$ cat src/source/isa_pkg.sv
package isa_pkg;

	typedef logic [15:0] word_t;
	typedef logic [3:0] reg_addr_t; // General registers carry a leading 0

	localparam reg_addr_t REG_SP = 4'h8;
	localparam reg_addr_t REG_T = 4'h9;
	localparam reg_addr_t REG_IH = 4'ha;
	localparam reg_addr_t REG_RA = 4'hb;
	localparam reg_addr_t REG_NONE = 4'hf; // No register

	////////////////////////////////////////////////////////////
	// Major opcodes, bits 15:11
	////////////////////////////////////////////////////////////
	localparam logic [4:0] OPC_NOP = 5'b00001;
	localparam logic [4:0] OPC_B = 5'b00010;
	localparam logic [4:0] OPC_BEQZ = 5'b00100;
	localparam logic [4:0] OPC_BNEZ = 5'b00101;
	localparam logic [4:0] OPC_SHIFT = 5'b00110; // SLL, SRA
	localparam logic [4:0] OPC_ADDIU3 = 5'b01000;
	localparam logic [4:0] OPC_ADDIU = 5'b01001;
	localparam logic [4:0] OPC_SP_GRP = 5'b01100; // ADDSP, BTEQZ, BTNEZ, MTSP, SW_RS
	localparam logic [4:0] OPC_LI = 5'b01101;
	localparam logic [4:0] OPC_CMPI = 5'b01110;
	localparam logic [4:0] OPC_LW_SP = 5'b10010;
	localparam logic [4:0] OPC_LW = 5'b10011;
	localparam logic [4:0] OPC_SW_SP = 5'b11010;
	localparam logic [4:0] OPC_SW = 5'b11011;
	localparam logic [4:0] OPC_RRR = 5'b11100; // ADDU, SUBU
	localparam logic [4:0] OPC_RR = 5'b11101; // Two-register ALU group and JR
	localparam logic [4:0] OPC_IH = 5'b11110; // MFIH, MTIH

	////////////////////////////////////////////////////////////
	// Sub-function fields
	////////////////////////////////////////////////////////////
	localparam logic [2:0] OPC_F_BTEQZ = 3'b000; // Bits 10:8
	localparam logic [2:0] OPC_F_BTNEZ = 3'b001;
	localparam logic [2:0] OPC_F_SW_RS = 3'b010;
	localparam logic [2:0] OPC_F_ADDSP = 3'b011;
	localparam logic [2:0] OPC_F_MTSP = 3'b100;
	localparam logic [1:0] OPC_F_ADDU = 2'b01; // Bits 1:0
	localparam logic [1:0] OPC_F_SUBU = 2'b11;
	localparam logic [1:0] OPC_F_SLL = 2'b00;
	localparam logic [1:0] OPC_F_SRA = 2'b11;
	localparam logic [4:0] OPC_F_JR_GRP = 5'b00000; // Bits 4:0
	localparam logic [4:0] OPC_F_SLT = 5'b00010;
	localparam logic [4:0] OPC_F_SRAV = 5'b00111;
	localparam logic [4:0] OPC_F_CMP = 5'b01010;
	localparam logic [4:0] OPC_F_AND = 5'b01100;
	localparam logic [4:0] OPC_F_OR = 5'b01101;
	localparam logic [2:0] OPC_F_JR = 3'b000; // Bits 7:5
	localparam logic [0:0] OPC_F_MFIH = 1'b0; // Bit 0
	localparam logic [0:0] OPC_F_MTIH = 1'b1;

	typedef enum logic [4:0] {
		KIND_NOP = 5'd0,
		KIND_ADDIU, KIND_ADDIU3, KIND_ADDSP, KIND_ADDU, KIND_SUBU,
		KIND_AND, KIND_OR, KIND_SLT, KIND_SRAV, KIND_SLL, KIND_SRA,
		KIND_CMP, KIND_CMPI, KIND_LI, KIND_MTSP, KIND_MFIH, KIND_MTIH,
		KIND_LW, KIND_LW_SP, KIND_SW, KIND_SW_SP, KIND_SW_RS,
		KIND_B, KIND_BEQZ, KIND_BNEZ, KIND_BTEQZ, KIND_BTNEZ, KIND_JR
	} instr_kind_t;

endpackage

$ cat src/source/ctrl_pkg.sv
package ctrl_pkg;

	////////////////////////////////////////////////////////////
	// ALU operation
	////////////////////////////////////////////////////////////
	typedef enum logic [3:0] {
		ALU_ADD = 4'd0,
		ALU_AND = 4'd1,
		ALU_OR = 4'd2,
		ALU_SLL = 4'd3,
		ALU_SRL = 4'd4, // Not produced by this decoder
		ALU_SRA = 4'd5,
		ALU_SUB = 4'd6,
		ALU_EQUAL = 4'd7, // Sets T on equality
		ALU_LESS = 4'd8, // Sets T on signed less-than
		ALU_MOVE = 4'd9, // Pass operand A
		ALU_NONE = 4'd15
	} alu_op_t;

	////////////////////////////////////////////////////////////
	// ALU operand selection
	////////////////////////////////////////////////////////////
	typedef enum logic [2:0] {
		SRC_NONE = 3'd0,
		SRC_REG_REG = 3'd1, // A and B from the register file
		SRC_REG_IMM = 3'd2, // A from a register, B from imm
		SRC_REG_ONLY = 3'd3,
		SRC_IMM_ONLY = 3'd4
	} alu_src_t;

	// Condition tested on the register read through port A
	typedef enum logic [1:0] {
		COND_ALWAYS = 2'd0,
		COND_ZERO = 2'd1,
		COND_NONZERO = 2'd2
	} branch_cond_t;

endpackage

$ cat src/source/instr_classifier.sv
`timescale 1ns/1ps

module instr_classifier (
	input isa_pkg::word_t instruction,
	output isa_pkg::instr_kind_t kind
);
	import isa_pkg::*;

	logic [4:0] opcode;

	assign opcode = instruction[15:11];

	////////////////////////////////////////////////////////////
	// Opcode and sub-field decode
	////////////////////////////////////////////////////////////
	always_comb begin
		kind = KIND_NOP; // Anything unmatched, INT and MFPC included
		case (opcode)
			OPC_NOP: kind = KIND_NOP;
			OPC_ADDIU: kind = KIND_ADDIU;
			OPC_ADDIU3: kind = KIND_ADDIU3;
			OPC_LI: kind = KIND_LI;
			OPC_CMPI: kind = KIND_CMPI;
			OPC_LW: kind = KIND_LW;
			OPC_LW_SP: kind = KIND_LW_SP;
			OPC_SW: kind = KIND_SW;
			OPC_SW_SP: kind = KIND_SW_SP;
			OPC_B: kind = KIND_B;
			OPC_BEQZ: kind = KIND_BEQZ;
			OPC_BNEZ: kind = KIND_BNEZ;
			OPC_SP_GRP: begin
				case (instruction[10:8])
					OPC_F_ADDSP: kind = KIND_ADDSP;
					OPC_F_BTEQZ: kind = KIND_BTEQZ;
					OPC_F_BTNEZ: kind = KIND_BTNEZ;
					OPC_F_MTSP: kind = KIND_MTSP;
					OPC_F_SW_RS: kind = KIND_SW_RS;
					default: kind = KIND_NOP;
				endcase
			end
			OPC_RRR: begin
				case (instruction[1:0])
					OPC_F_ADDU: kind = KIND_ADDU;
					OPC_F_SUBU: kind = KIND_SUBU;
					default: kind = KIND_NOP;
				endcase
			end
			OPC_RR: begin
				case (instruction[4:0])
					OPC_F_AND: kind = KIND_AND;
					OPC_F_OR: kind = KIND_OR;
					OPC_F_CMP: kind = KIND_CMP;
					OPC_F_SLT: kind = KIND_SLT;
					OPC_F_SRAV: kind = KIND_SRAV;
					OPC_F_JR_GRP: begin
						if (instruction[7:5] == OPC_F_JR) begin
							kind = KIND_JR;
						end
					end
					default: kind = KIND_NOP;
				endcase
			end
			OPC_SHIFT: begin
				case (instruction[1:0])
					OPC_F_SLL: kind = KIND_SLL;
					OPC_F_SRA: kind = KIND_SRA;
					default: kind = KIND_NOP;
				endcase
			end
			OPC_IH: begin
				case (instruction[0])
					OPC_F_MFIH: kind = KIND_MFIH;
					OPC_F_MTIH: kind = KIND_MTIH;
					default: kind = KIND_NOP;
				endcase
			end
			default: kind = KIND_NOP;
		endcase
	end

endmodule

$ cat src/source/imm_extender.sv
`timescale 1ns/1ps

module imm_extender (
	input logic clk,
	input logic rst,
	input logic instr_valid,
	input isa_pkg::word_t instruction,
	input isa_pkg::instr_kind_t kind,
	output isa_pkg::word_t imm
);
	import isa_pkg::*;

	word_t imm_next;

	always_comb begin
		case (kind)
			KIND_ADDIU, KIND_ADDSP, KIND_CMPI,
			KIND_BEQZ, KIND_BNEZ, KIND_BTEQZ, KIND_BTNEZ,
			KIND_LW_SP, KIND_SW_SP, KIND_SW_RS: begin
				imm_next = {{8{instruction[7]}}, instruction[7:0]};
			end
			KIND_ADDIU3: imm_next = {{12{instruction[3]}}, instruction[3:0]};
			KIND_LW, KIND_SW: imm_next = {{11{instruction[4]}}, instruction[4:0]};
			KIND_B: imm_next = {{5{instruction[10]}}, instruction[10:0]}; // PC offset
			KIND_LI: imm_next = {8'h00, instruction[7:0]};
			KIND_SLL, KIND_SRA: begin
				if (instruction[4:2] == 3'b000) begin
					imm_next = 16'd8; // Encoded 0 shifts by 8
				end else begin
					imm_next = {13'd0, instruction[4:2]};
				end
			end
			default: imm_next = '0;
		endcase
	end

	always_ff @(posedge clk) begin
		if (rst) begin
			imm <= '0;
		end else if (instr_valid) begin
			imm <= imm_next;
		end
	end

endmodule

$ cat src/source/reg_field_select.sv
`timescale 1ns/1ps

module reg_field_select (
	input logic clk,
	input logic rst,
	input logic instr_valid,
	input isa_pkg::word_t instruction,
	input isa_pkg::instr_kind_t kind,
	output isa_pkg::reg_addr_t rd_reg_a,
	output isa_pkg::reg_addr_t rd_reg_b,
	output isa_pkg::reg_addr_t fwd_src_a,
	output isa_pkg::reg_addr_t fwd_src_b,
	output isa_pkg::reg_addr_t fwd_src_store,
	output isa_pkg::reg_addr_t wr_reg
);
	import isa_pkg::*;

	reg_addr_t rx;
	reg_addr_t ry;
	reg_addr_t rz;
	reg_addr_t a_next;
	reg_addr_t b_next;
	reg_addr_t fa_next;
	reg_addr_t fb_next;
	reg_addr_t fs_next;
	reg_addr_t wr_next;

	assign rx = {1'b0, instruction[10:8]};
	assign ry = {1'b0, instruction[7:5]};
	assign rz = {1'b0, instruction[4:2]};

	// Read ports and forwarding sources
	always_comb begin
		a_next = REG_NONE;
		b_next = REG_NONE;
		fa_next = REG_NONE;
		fb_next = REG_NONE;
		fs_next = REG_NONE;
		case (kind)
			KIND_ADDIU, KIND_ADDIU3, KIND_LW, KIND_CMPI, KIND_MTIH: begin
				a_next = rx;
				fa_next = rx;
			end
			KIND_ADDSP, KIND_LW_SP: begin
				a_next = REG_SP;
				fa_next = REG_SP;
			end
			KIND_MFIH: begin
				a_next = REG_IH;
				fa_next = REG_IH;
			end
			KIND_MTSP, KIND_SLL, KIND_SRA: begin
				a_next = ry;
				fa_next = ry;
			end
			KIND_ADDU, KIND_SUBU, KIND_AND, KIND_OR, KIND_CMP, KIND_SLT: begin
				a_next = rx;
				b_next = ry;
				fa_next = rx;
				fb_next = ry;
			end
			KIND_SRAV: begin
				a_next = ry; // Value to shift
				b_next = rx; // Shift amount
				fa_next = ry;
				fb_next = rx;
			end
			KIND_SW: begin
				a_next = rx;
				b_next = ry;
				fa_next = rx;
				fs_next = ry;
			end
			KIND_SW_SP: begin
				a_next = REG_SP;
				b_next = rx;
				fa_next = REG_SP;
				fs_next = rx;
			end
			KIND_SW_RS: begin
				a_next = REG_SP;
				b_next = REG_RA;
				fa_next = REG_SP;
				fs_next = REG_RA;
			end
			KIND_BEQZ, KIND_BNEZ, KIND_JR: a_next = rx; // Resolved in ID, no forwarding
			KIND_BTEQZ, KIND_BTNEZ: a_next = REG_T;
			default: a_next = REG_NONE;
		endcase
	end

	// Write-back destination
	always_comb begin
		case (kind)
			KIND_ADDIU, KIND_AND, KIND_OR, KIND_LI,
			KIND_LW_SP, KIND_MFIH, KIND_SLL, KIND_SRA: wr_next = rx;
			KIND_ADDIU3, KIND_SRAV, KIND_LW: wr_next = ry;
			KIND_ADDU, KIND_SUBU: wr_next = rz;
			KIND_ADDSP, KIND_MTSP: wr_next = REG_SP;
			KIND_CMP, KIND_CMPI, KIND_SLT: wr_next = REG_T;
			KIND_MTIH: wr_next = REG_IH;
			default: wr_next = REG_NONE;
		endcase
	end

	always_ff @(posedge clk) begin
		if (rst) begin
			rd_reg_a <= REG_NONE;
			rd_reg_b <= REG_NONE;
			fwd_src_a <= REG_NONE;
			fwd_src_b <= REG_NONE;
			fwd_src_store <= REG_NONE;
			wr_reg <= REG_NONE;
		end else if (instr_valid) begin
			rd_reg_a <= a_next;
			rd_reg_b <= b_next;
			fwd_src_a <= fa_next;
			fwd_src_b <= fb_next;
			fwd_src_store <= fs_next;
			wr_reg <= wr_next;
		end
	end

endmodule

$ cat src/source/ctrl_gen.sv
`timescale 1ns/1ps

module ctrl_gen (
	input logic clk,
	input logic rst,
	input logic instr_valid,
	input isa_pkg::instr_kind_t kind,
	output logic decode_valid,
	output logic is_jump,
	output logic is_branch,
	output logic mem_read,
	output logic mem_write,
	output logic reg_write,
	output logic mem_to_reg,
	output ctrl_pkg::alu_op_t alu_op,
	output ctrl_pkg::alu_src_t alu_src,
	output ctrl_pkg::branch_cond_t branch_cond
);
	import isa_pkg::*;
	import ctrl_pkg::*;

	alu_op_t op_next;
	alu_src_t src_next;
	branch_cond_t cond_next;
	logic jump_next;
	logic branch_next;
	logic read_next;
	logic write_next;
	logic reg_wr_next;
	logic to_reg_next;

	////////////////////////////////////////////////////////////
	// Control word per instruction kind
	////////////////////////////////////////////////////////////
	always_comb begin
		case (kind)
			KIND_ADDIU, KIND_ADDIU3, KIND_ADDSP, KIND_ADDU,
			KIND_LW, KIND_LW_SP, KIND_SW, KIND_SW_SP, KIND_SW_RS: op_next = ALU_ADD;
			KIND_SUBU: op_next = ALU_SUB;
			KIND_AND: op_next = ALU_AND;
			KIND_OR: op_next = ALU_OR;
			KIND_SLL: op_next = ALU_SLL;
			KIND_SRA, KIND_SRAV: op_next = ALU_SRA;
			KIND_CMP, KIND_CMPI: op_next = ALU_EQUAL;
			KIND_SLT: op_next = ALU_LESS;
			KIND_MTSP, KIND_MFIH, KIND_MTIH, KIND_LI: op_next = ALU_MOVE;
			default: op_next = ALU_NONE; // Branches, JR, NOP
		endcase
	end

	always_comb begin
		src_next = SRC_NONE;
		cond_next = COND_ALWAYS;
		jump_next = 1'b0;
		branch_next = 1'b0;
		read_next = 1'b0;
		write_next = 1'b0;
		reg_wr_next = 1'b0;
		to_reg_next = 1'b0;
		case (kind)
			KIND_ADDIU, KIND_ADDIU3, KIND_ADDSP, KIND_SLL, KIND_SRA, KIND_CMPI: begin
				src_next = SRC_REG_IMM;
				reg_wr_next = 1'b1;
			end
			KIND_ADDU, KIND_SUBU, KIND_AND, KIND_OR, KIND_CMP, KIND_SLT, KIND_SRAV: begin
				src_next = SRC_REG_REG;
				reg_wr_next = 1'b1;
			end
			KIND_MTSP, KIND_MFIH, KIND_MTIH: begin
				src_next = SRC_REG_ONLY;
				reg_wr_next = 1'b1;
			end
			KIND_LI: begin
				src_next = SRC_IMM_ONLY;
				reg_wr_next = 1'b1;
			end
			KIND_LW, KIND_LW_SP: begin
				src_next = SRC_REG_IMM; // Base plus offset
				read_next = 1'b1;
				reg_wr_next = 1'b1;
				to_reg_next = 1'b1;
			end
			KIND_SW, KIND_SW_SP, KIND_SW_RS: begin
				src_next = SRC_REG_IMM;
				write_next = 1'b1;
			end
			KIND_B: branch_next = 1'b1;
			KIND_BEQZ, KIND_BTEQZ: begin
				branch_next = 1'b1;
				cond_next = COND_ZERO;
			end
			KIND_BNEZ, KIND_BTNEZ: begin
				branch_next = 1'b1;
				cond_next = COND_NONZERO;
			end
			KIND_JR: jump_next = 1'b1;
			default: src_next = SRC_NONE;
		endcase
	end

	////////////////////////////////////////////////////////////
	// Output registers
	////////////////////////////////////////////////////////////
	always_ff @(posedge clk) begin
		if (rst) begin
			decode_valid <= 1'b0;
			is_jump <= 1'b0;
			is_branch <= 1'b0;
			mem_read <= 1'b0;
			mem_write <= 1'b0;
			reg_write <= 1'b0;
			mem_to_reg <= 1'b0;
			alu_op <= ALU_NONE;
			alu_src <= SRC_NONE;
			branch_cond <= COND_ALWAYS;
		end else begin
			decode_valid <= instr_valid;
			is_jump <= instr_valid & jump_next; // Pulses last one cycle
			is_branch <= instr_valid & branch_next;
			mem_read <= instr_valid & read_next;
			mem_write <= instr_valid & write_next;
			reg_write <= instr_valid & reg_wr_next;
			if (instr_valid) begin
				mem_to_reg <= to_reg_next;
				alu_op <= op_next;
				alu_src <= src_next;
				branch_cond <= cond_next;
			end
		end
	end

endmodule

$ cat src/source/id_decoder.sv
`timescale 1ns/1ps

module id_decoder (
	input logic clk,
	input logic rst,
	input logic instr_valid,
	input isa_pkg::word_t instruction,
	output isa_pkg::reg_addr_t rd_reg_a,
	output isa_pkg::reg_addr_t rd_reg_b,
	output isa_pkg::reg_addr_t fwd_src_a,
	output isa_pkg::reg_addr_t fwd_src_b,
	output isa_pkg::reg_addr_t fwd_src_store,
	output isa_pkg::reg_addr_t wr_reg,
	output isa_pkg::word_t imm,
	output logic decode_valid,
	output logic is_jump,
	output logic is_branch,
	output logic mem_read,
	output logic mem_write,
	output logic reg_write,
	output logic mem_to_reg,
	output ctrl_pkg::alu_op_t alu_op,
	output ctrl_pkg::alu_src_t alu_src,
	output ctrl_pkg::branch_cond_t branch_cond
);
	import isa_pkg::*;

	instr_kind_t kind; // Shared by all three builders

	instr_classifier u_classifier (
		.instruction(instruction),
		.kind(kind)
	);

	imm_extender u_imm (
		.clk(clk),
		.rst(rst),
		.instr_valid(instr_valid),
		.instruction(instruction),
		.kind(kind),
		.imm(imm)
	);

	reg_field_select u_regs (
		.clk(clk),
		.rst(rst),
		.instr_valid(instr_valid),
		.instruction(instruction),
		.kind(kind),
		.rd_reg_a(rd_reg_a),
		.rd_reg_b(rd_reg_b),
		.fwd_src_a(fwd_src_a),
		.fwd_src_b(fwd_src_b),
		.fwd_src_store(fwd_src_store),
		.wr_reg(wr_reg)
	);

	ctrl_gen u_ctrl (
		.clk(clk),
		.rst(rst),
		.instr_valid(instr_valid),
		.kind(kind),
		.decode_valid(decode_valid),
		.is_jump(is_jump),
		.is_branch(is_branch),
		.mem_read(mem_read),
		.mem_write(mem_write),
		.reg_write(reg_write),
		.mem_to_reg(mem_to_reg),
		.alu_op(alu_op),
		.alu_src(alu_src),
		.branch_cond(branch_cond)
	);

endmodule

$ cat config.mk
export PLATFORM = sky130hd
export DESIGN_NAME = id_decoder
export DESIGN_NICKNAME = d
export VERILOG_FILES = /design/src/source/isa_pkg.sv /design/src/source/ctrl_pkg.sv /design/src/source/instr_classifier.sv /design/src/source/imm_extender.sv /design/src/source/reg_field_select.sv /design/src/source/ctrl_gen.sv /design/src/source/id_decoder.sv
export SDC_FILE = /design/constraint.sdc
export NUM_CORES = 1
export LEC_CHECK = 0
export BUFFER_PORTS_ARGS = -buffer_cell sky130_fd_sc_hd__clkbuf_2
export CORE_MARGIN = 4
export CORE_UTILIZATION = 50
export CTS_CLUSTER_DIAMETER = 150
export DETAILED_ROUTE_END_ITERATION = 10
export GPL_TIMING_DRIVEN = 0
export PLACE_DENSITY_LB_ADDON = 0.05
export SYNTH_ARGS = -nofsm -noshare
export SYNTH_HDL_FRONTEND = slang
export SYNTH_HIERARCHICAL = 1
export SYNTH_SLANG_ARGS = --single-unit
$ cat constraint.sdc
create_clock -name clk -period 4.2 [get_ports clk]
set_input_delay 0.84 -clock clk [delete_from_list [all_inputs] [get_ports clk]]
set_output_delay 0.84 -clock clk [all_outputs]
set_load 0.005 [all_outputs]
==> results.json, run 1 <==
{
  "fin_setup_tns_ns": 0,
  "power.net_switching_w": 0.000460,
  "cts_max_level": 2,
  "criticalPathCategory": "in -> reg",
  "p_int_w": 0.000868,
  "clock_latency_ns": 0.31,
  "max_cap_viol_count": 0,
  "grt_setup_unrepaired": "false",
  "number_of_synthesized_flops_with_an_enable_pin": 0,
  "finalMaxSlewViolations": 0,
  "drt-wirelength-per-cell_um": 17.4,
  "number_of_cells_traversed_by_the_worst_register_to_register_path": 3,
  "maximum_number_of_pins_on_one_net_before_global_route_repair": 18,
  "rows": 32,
  "synthesis.area_um2": 3960,
  "first_global_vias": 4166,
  "crit_required_ns": 4.39,
  "combinationalPowerShare_pct": 33.6,
  "post_cts.resized_instances": 0,
  "worst_r2r_endpoint": "u_imm/imm[14]",
  "run_status": "completed",
  "cp-start-kind": "primary input",
  "number_of_warnings_printed_during_yosys_synthesis": 6,
  "clock.fmax_ghz": 0.268,
  "cts-buffers-inserted": 5,
  "syn-mean-instance-area_um2": 7.57,
  "setup.reg_to_reg.worst_slack_ns": 3.30,
  "utilization_pct": 59.1,
  "postSynthNetCount": 546,
  "critical_path_arrival_ns": 3.91,
  "critical_path.startpoint": "instruction[0]",
  "critical_path.max_fanout": 11,
  "seqPwrFrac_pct": 39.9,
  "async_set_or_reset_register_ratio_after_synthesis_pct": 0,
  "clock_sinks": 51,
  "layout_worst_path_cycle_share_pct": 88.7,
  "finalHoldWorstSlack_ns": 0.456,
  "wirelength_um": 12300,
  "post-route-cell-area_um2": 4570,
  "first_pass_grt_wire_length_um": 20600,
  "setup_violations": 0,
  "timing.clock.skew_ns": 0,
  "final_cell_mix": "clkbuf_2 (73), dfxtp_1 (51), nor2_1 (45)",
  "post_synth_num_cell_types": 88,
  "cts_setup_buffers": 0,
  "initial_drt_markers": 322,
  "place.gp.congestion": 0.960,
  "seq_area_frac_synth_pct": 25.8,
  "dp_slack_ns": 0.195,
  "synth_flop_cell": "dfxtp_1",
  "antenna_found_initial": 0,
  "clk_buf_depth": 2,
  "cts_tree": "yes",
  "worst-slew-pin-transition_ns": 0.835,
  "globalRouteTotalUtil_pct": 25.6,
  "detailroute.via_count": 4318,
  "post_drt_via_cell_ratio": 6.12,
  "total_core_area_um2": 7730,
  "layout.cells.most_common": "clkbuf_2",
  "areaGrowthSynthToFinish_pct": 15.4,
  "clk_pin_slew_ns": 0.10,
  "power.ir.vdd_worst_v": 0.000147,
  "final_critical_path_setup_slack_ns": 0.475,
  "nets": 626,
  "timing.slew.headroom_pct": 44.3,
  "drt_drc_violations_left": 0,
  "global_route_overflow": 0,
  "detail_route_antenna_nets": 0,
  "area_after_detailed_placement_um2": 4450,
  "power_frac_clock_pct": 26.5,
  "power.share.switching_pct": 34.6,
  "ctsRootBufferMaster": "clkbuf_8",
  "initial_utilization_pct": 51.2,
  "largest_register_ffs": 11,
  "die_h_um": 97.0,
  "timing.hold.worst.class": "reg -> reg",
  "port_buffers": 73,
  "drive_above_1_share_pct": 24.7,
  "final.min_clock_period_ns": 3.72,
  "floorplan.die.width_um": 97.0,
  "crit-reg2reg-launch": "u_imm/imm[14]",
  "static-leakage-power_nw": 1.83,
  "hold_path_startpoint": "u_imm/imm[7]",
  "min_to": "u_imm/imm[7]",
  "half_perimeter_wire_length_after_placement_um": 9370,
  "critical_path.endpoint_type": "flop",
  "worst_hold_stages": 2,
  "firstDrtPassIters": 5,
  "antennaDiodeCount": 0,
  "postCtsHoldBufs": 0,
  "synthCells": 523,
  "synth-seq-cells": 51,
  "power_density_nw_per_um2": 291,
  "top_register": "u_imm/imm",
  "hold_viol": 0,
  "floorplan.die_area_um2": 9410,
  "boundaryPins": 75
}
==> per-stage QoR <==
step | total power, W | instances
global placement | 0.000973 | 698
floorplan | 0.000842 | 523
global route | 0.00140 | 706
CTS | 0.00133 | 706
detailed placement | 0.000978 | 698
finish | 0.00133 | 706
==> power groups by stage <==
stage                     Combinational (W)  Clock, W  Sequential (W)
after detailed placement           0.000436         0        0.000542
after floorplan                    0.000301         0        0.000541
after global placement             0.000433         0        0.000540
after global routing               0.000488  0.000376        0.000534
after CTS                          0.000438  0.000356        0.000531
final                              0.000447  0.000352        0.000530
==> worst max-delay path, cell delays in order <==
cell,delay [ns]
clkbuf_2,0.16
inv_1,0.08
ha_1,0.32
a21oi_1,0.18
o32ai_1,0.12
o2bb2ai_1,0.69
buf_2,0.36
buf_2,0.27
buf_2,0.25
o21ai_0,0.21
a221oi_1,0.33
nor2_1,0.09
==> worst max-delay path by stage <==
stage | endpoint | slack, ns | cells after the start
after global routing | u_regs/wr_reg[0] | 0.20 | 13
after detailed placement | u_regs/wr_reg[0] | 0.20 | 13
after CTS | u_regs/wr_reg[0] | 0.49 | 13
after floorplan | u_imm/imm[0] | 0.98 | 12
final | u_regs/wr_reg[0] | 0.48 | 12
after global placement | u_regs/wr_reg[0] | 0.25 | 13
==> kinds of logic (layout without fill, tap and decap cells) <==
kind of cell / after synthesis / count (layout) / share of synthesized area (%)
fa+ha+maj: 4 / 4 / 1.26
xor+xnor: 7 / 7 / 1.55
simple gates: 207 / 207 / 28.6
mux: 4 / 4 / 1.07
buf+inv: 65 / 146 / 9.39
compound gates: 185 / 185 / 32.3
flops: 51 / 51 / 25.8
==> cell usage after synthesis (all sizes together), types with 5 or more instances <==
master / count / share of area, %
inv: 17 / 1.6
nor3: 22 / 3.0
clkbuf: 7 / 0.92
nand2b: 27 / 4.3
o21ai: 37 / 4.9
nand2: 43 / 4.1
dfxtp: 51 / 26
buf: 40 / 6.8
o22ai: 9 / 1.4
or3: 7 / 1.4
a21boi: 6 / 1.2
nand3: 10 / 1.4
a211oi: 9 / 1.8
nor2b: 13 / 2.2
nor2: 45 / 4.3
a211o: 5 / 1.1
a221oi: 6 / 1.3
a22oi: 8 / 1.5
and2b: 6 / 1.1
xor2: 5 / 1.1
o211ai: 7 / 1.3
a31oi: 12 / 1.9
a21oi: 46 / 6.1
==> area by class of cell <==
type / instances / area (um^2)
plain buffers: 47 / 304
clock buffers: 5 / 68.8
clock inverters: 3 / 46.3
fillers: 778 / 3160
inverters: 18 / 67.6
multi-input cells: 407 / 2570
flip-flops and latches: 51 / 1020
well taps: 102 / 128
repair buffers: 73 / 365
==> per-layer routing <==
layer	wire, um	share of wire (%)	global-route usage, %	vias to the layer above
met4	202	1.6	6.26	0
li1	-	-	-	2078
met5	0	0	0	-
met1	5210	42	33.2	2020
met3	875	7.1	2.67	18
met2	6020	49	45.5	202
Note: power is estimated with default switching activity, not from simulation.
==> inputs of run 2 (changes only) <==
--- a/config.mk
+++ b/config.mk
@@ -7,4 +7,5 @@
 export LEC_CHECK = 0
 export BUFFER_PORTS_ARGS = -buffer_cell sky130_fd_sc_hd__clkbuf_2
+export CORE_ASPECT_RATIO = 1.75
 export CORE_MARGIN = 4
 export CORE_UTILIZATION = 50
==> constraint.sdc (replaced) <==
create_clock -name clk -period 3.95 [get_ports clk]
set_input_delay 0.1975 -clock clk [delete_from_list [all_inputs] [get_ports clk]]
set_output_delay 0.1975 -clock clk [all_outputs]
set_load 0.005 [all_outputs]
==> run 2 against run 1 <==
Effect of this change: global-route usage up 2.7 points; via count up 2.1%; critical path type unchanged; combinational power up 8.5%; highest routed layer unchanged; critical path depth unchanged; critical endpoint unchanged; die area up 0.60%.
==> results.json, run 2 (synthesis gave the netlist of run 1 again) <==
{
  "clock_sinks": 51,
  "drive_above_1_share_pct": 24.7,
  "run_status": "completed",
  "antennaDiodeCount": 0,
  "area_after_detailed_placement_um2": 4430,
  "wirelength_um": 13200,
  "firstDrtPassIters": 5,
  "maximum_number_of_pins_on_one_net_before_global_route_repair": 17,
  "cts-buffers-inserted": 5,
  "hold_viol": 0,
  "first_global_vias": 4187,
  "critical_path.startpoint": "instruction[0]",
  "grt_setup_unrepaired": "false",
  "ctsRootBufferMaster": "clkbuf_16",
  "half_perimeter_wire_length_after_placement_um": 10100,
  "port_buffers": 73,
  "critical_path_arrival_ns": 3.32,
  "drt_drc_violations_left": 0,
  "power.share.switching_pct": 34.2,
  "nets": 626,
  "fillerInstances": 752,
  "dp_slack_ns": 0.562,
  "final.min_clock_period_ns": 3.15,
  "layout_worst_path_cycle_share_pct": 79.8,
  "globalRouteTotalUtil_pct": 28.4,
  "finalMaxSlewViolations": 0,
  "global_route_overflow": 0,
  "p_int_w": 0.000986,
  "timing.slew.headroom_pct": 42.1,
  "layout.cells.most_common": "clkbuf_2",
  "worst-slew-pin-transition_ns": 0.869,
  "seqPwrFrac_pct": 37.5,
  "cts_max_level": 2,
  "power_frac_clock_pct": 30.2,
  "setup_violations": 0,
  "clk_buf_depth": 2,
  "crit-reg2reg-launch": "u_imm/imm[14]",
  "total_power_draw_w": 0.00150,
  "cts_tree": "yes",
  "clock_latency_ns": 0.29,
  "timing.hold.worst.class": "in -> reg",
  "first_pass_grt_wire_length_um": 21100,
  "fin_setup_tns_ns": 0,
  "floorplan.die_area_um2": 9460,
  "critical_path.endpoint_type": "flop",
  "post_cts.resized_instances": 0,
  "postCtsHoldBufs": 0,
  "die_h_um": 126,
  "power_density_nw_per_um2": 327,
  "combinationalPowerShare_pct": 32.3,
  "clock.fmax_ghz": 0.317,
  "cp-start-kind": "primary input",
  "power.ir.vdd_worst_v": 0.000249,
  "initial_utilization_pct": 52.0,
  "max_cap_viol_count": 0,
  "post-route-cell-area_um2": 4590,
  "crit_required_ns": 4.12,
  "place.gp.congestion": 1.06,
  "criticalPathCategory": "in -> reg",
  "static-leakage-power_nw": 1.85,
  "areaGrowthSynthToFinish_pct": 15.9,
  "power.net_switching_w": 0.000513,
  "rows": 42,
  "critical_path.max_fanout": 11,
  "post_drt_via_cell_ratio": 6.37,
  "hold_path_startpoint": "rst",
  "floorplan.die.width_um": 75.3,
  "final_cell_mix": "clkbuf_2 (73), dfxtp_1 (51), nor2_1 (45)",
  "detailroute.via_count": 4410,
  "largest_register_ffs": 11,
  "clk_pin_slew_ns": 0.07,
  "boundaryPins": 75,
  "timing.clock.skew_ns": 0,
  "drt-wirelength-per-cell_um": 19.1,
  "initial_drt_markers": 282,
  "final_critical_path_setup_slack_ns": 0.800,
  "cts_setup_buffers": 0,
  "total_core_area_um2": 7620,
  "antenna_found_initial": 0,
  "top_register": "u_imm/imm",
  "detail_route_antenna_nets": 0
}
[run 2: cell types whose count changed in the layout (fill, tap and decap cells not counted)]
| cell | delta |
|---|---|
| clkbuf_8 | -4 |
| bufinv_16 | -1 |
| clkbuf_16 | +5 |
| inv_6 | -1 |
| clkinv_4 | +1 |
[run 2: final cells by class]
class / count / area (um^2) / area share, %
plain buffers: 47 / 304 / 6.62
clock buffers: 6 / 139 / 3.03
clock inverters: 2 / 16.3 / 0.354
inverters: 18 / 67.6 / 1.47
multi-input cells: 407 / 2570 / 55.9
flip-flops and latches: 51 / 1020 / 22.2
well taps: 88 / 110 / 2.40
repair buffers: 73 / 365 / 7.96
[run 2: routing by layer]
layer	GRT usage [%]	vias to the layer above	share of wire, %
li1	-	2090	-
met1	29.2	2041	35
met2	53.2	220	54
met3	3.35	59	5.0
met4	14.2	0	5.1
met5	0	-	0
[run 2: path summary, 6_finish.rpt]
kind	cells after the start	slack, ns	endpoint
hold / removal	2	0.25	u_imm/imm[3]
setup reg to reg	3	3.04	u_imm/imm[14]
hold reg to reg	2	0.46	u_imm/imm[5]
setup / recovery	12	0.80	u_regs/wr_reg[0]
[run 2: metrics by stage]
| step | utilization, % | hold WS, ns | instances |
|---|---|---|---|
| 2_1_floorplan | - | 0.270 | 523 |
| 3_3_place_gp | 58.2 | 0.441 | 684 |
| 3_5_place_dp | 58.2 | 0.455 | 684 |
| 4_1_cts | 60.2 | 0.246 | 692 |
| 5_1_grt | 60.2 | 0.260 | 692 |
| 6_report | 60.2 | 0.250 | 692 |
[run 2: power groups by stage]
| stage | registers (W) | logic [W] | clock network, W |
|---|---|---|---|
| floorplan | 0.000575 | 0.000320 | 0 |
| global placement | 0.000573 | 0.000470 | 0 |
| detailed placement | 0.000574 | 0.000473 | 0 |
| CTS | 0.000563 | 0.000475 | 0.000462 |
| global route | 0.000566 | 0.000526 | 0.000491 |
| finish | 0.000562 | 0.000485 | 0.000452 |
[run 2: critical path, cell delays in order]
cell and delay [ns]:
clkbuf_2 0.14, inv_1 0.08, ha_1 0.34, a21oi_1 0.16, o32ai_1 0.10, o2bb2ai_1 0.71, buf_2 0.36, buf_2 0.27
buf_2 0.27, o21ai_0 0.20, a221oi_1 0.41, nor2_1 0.09
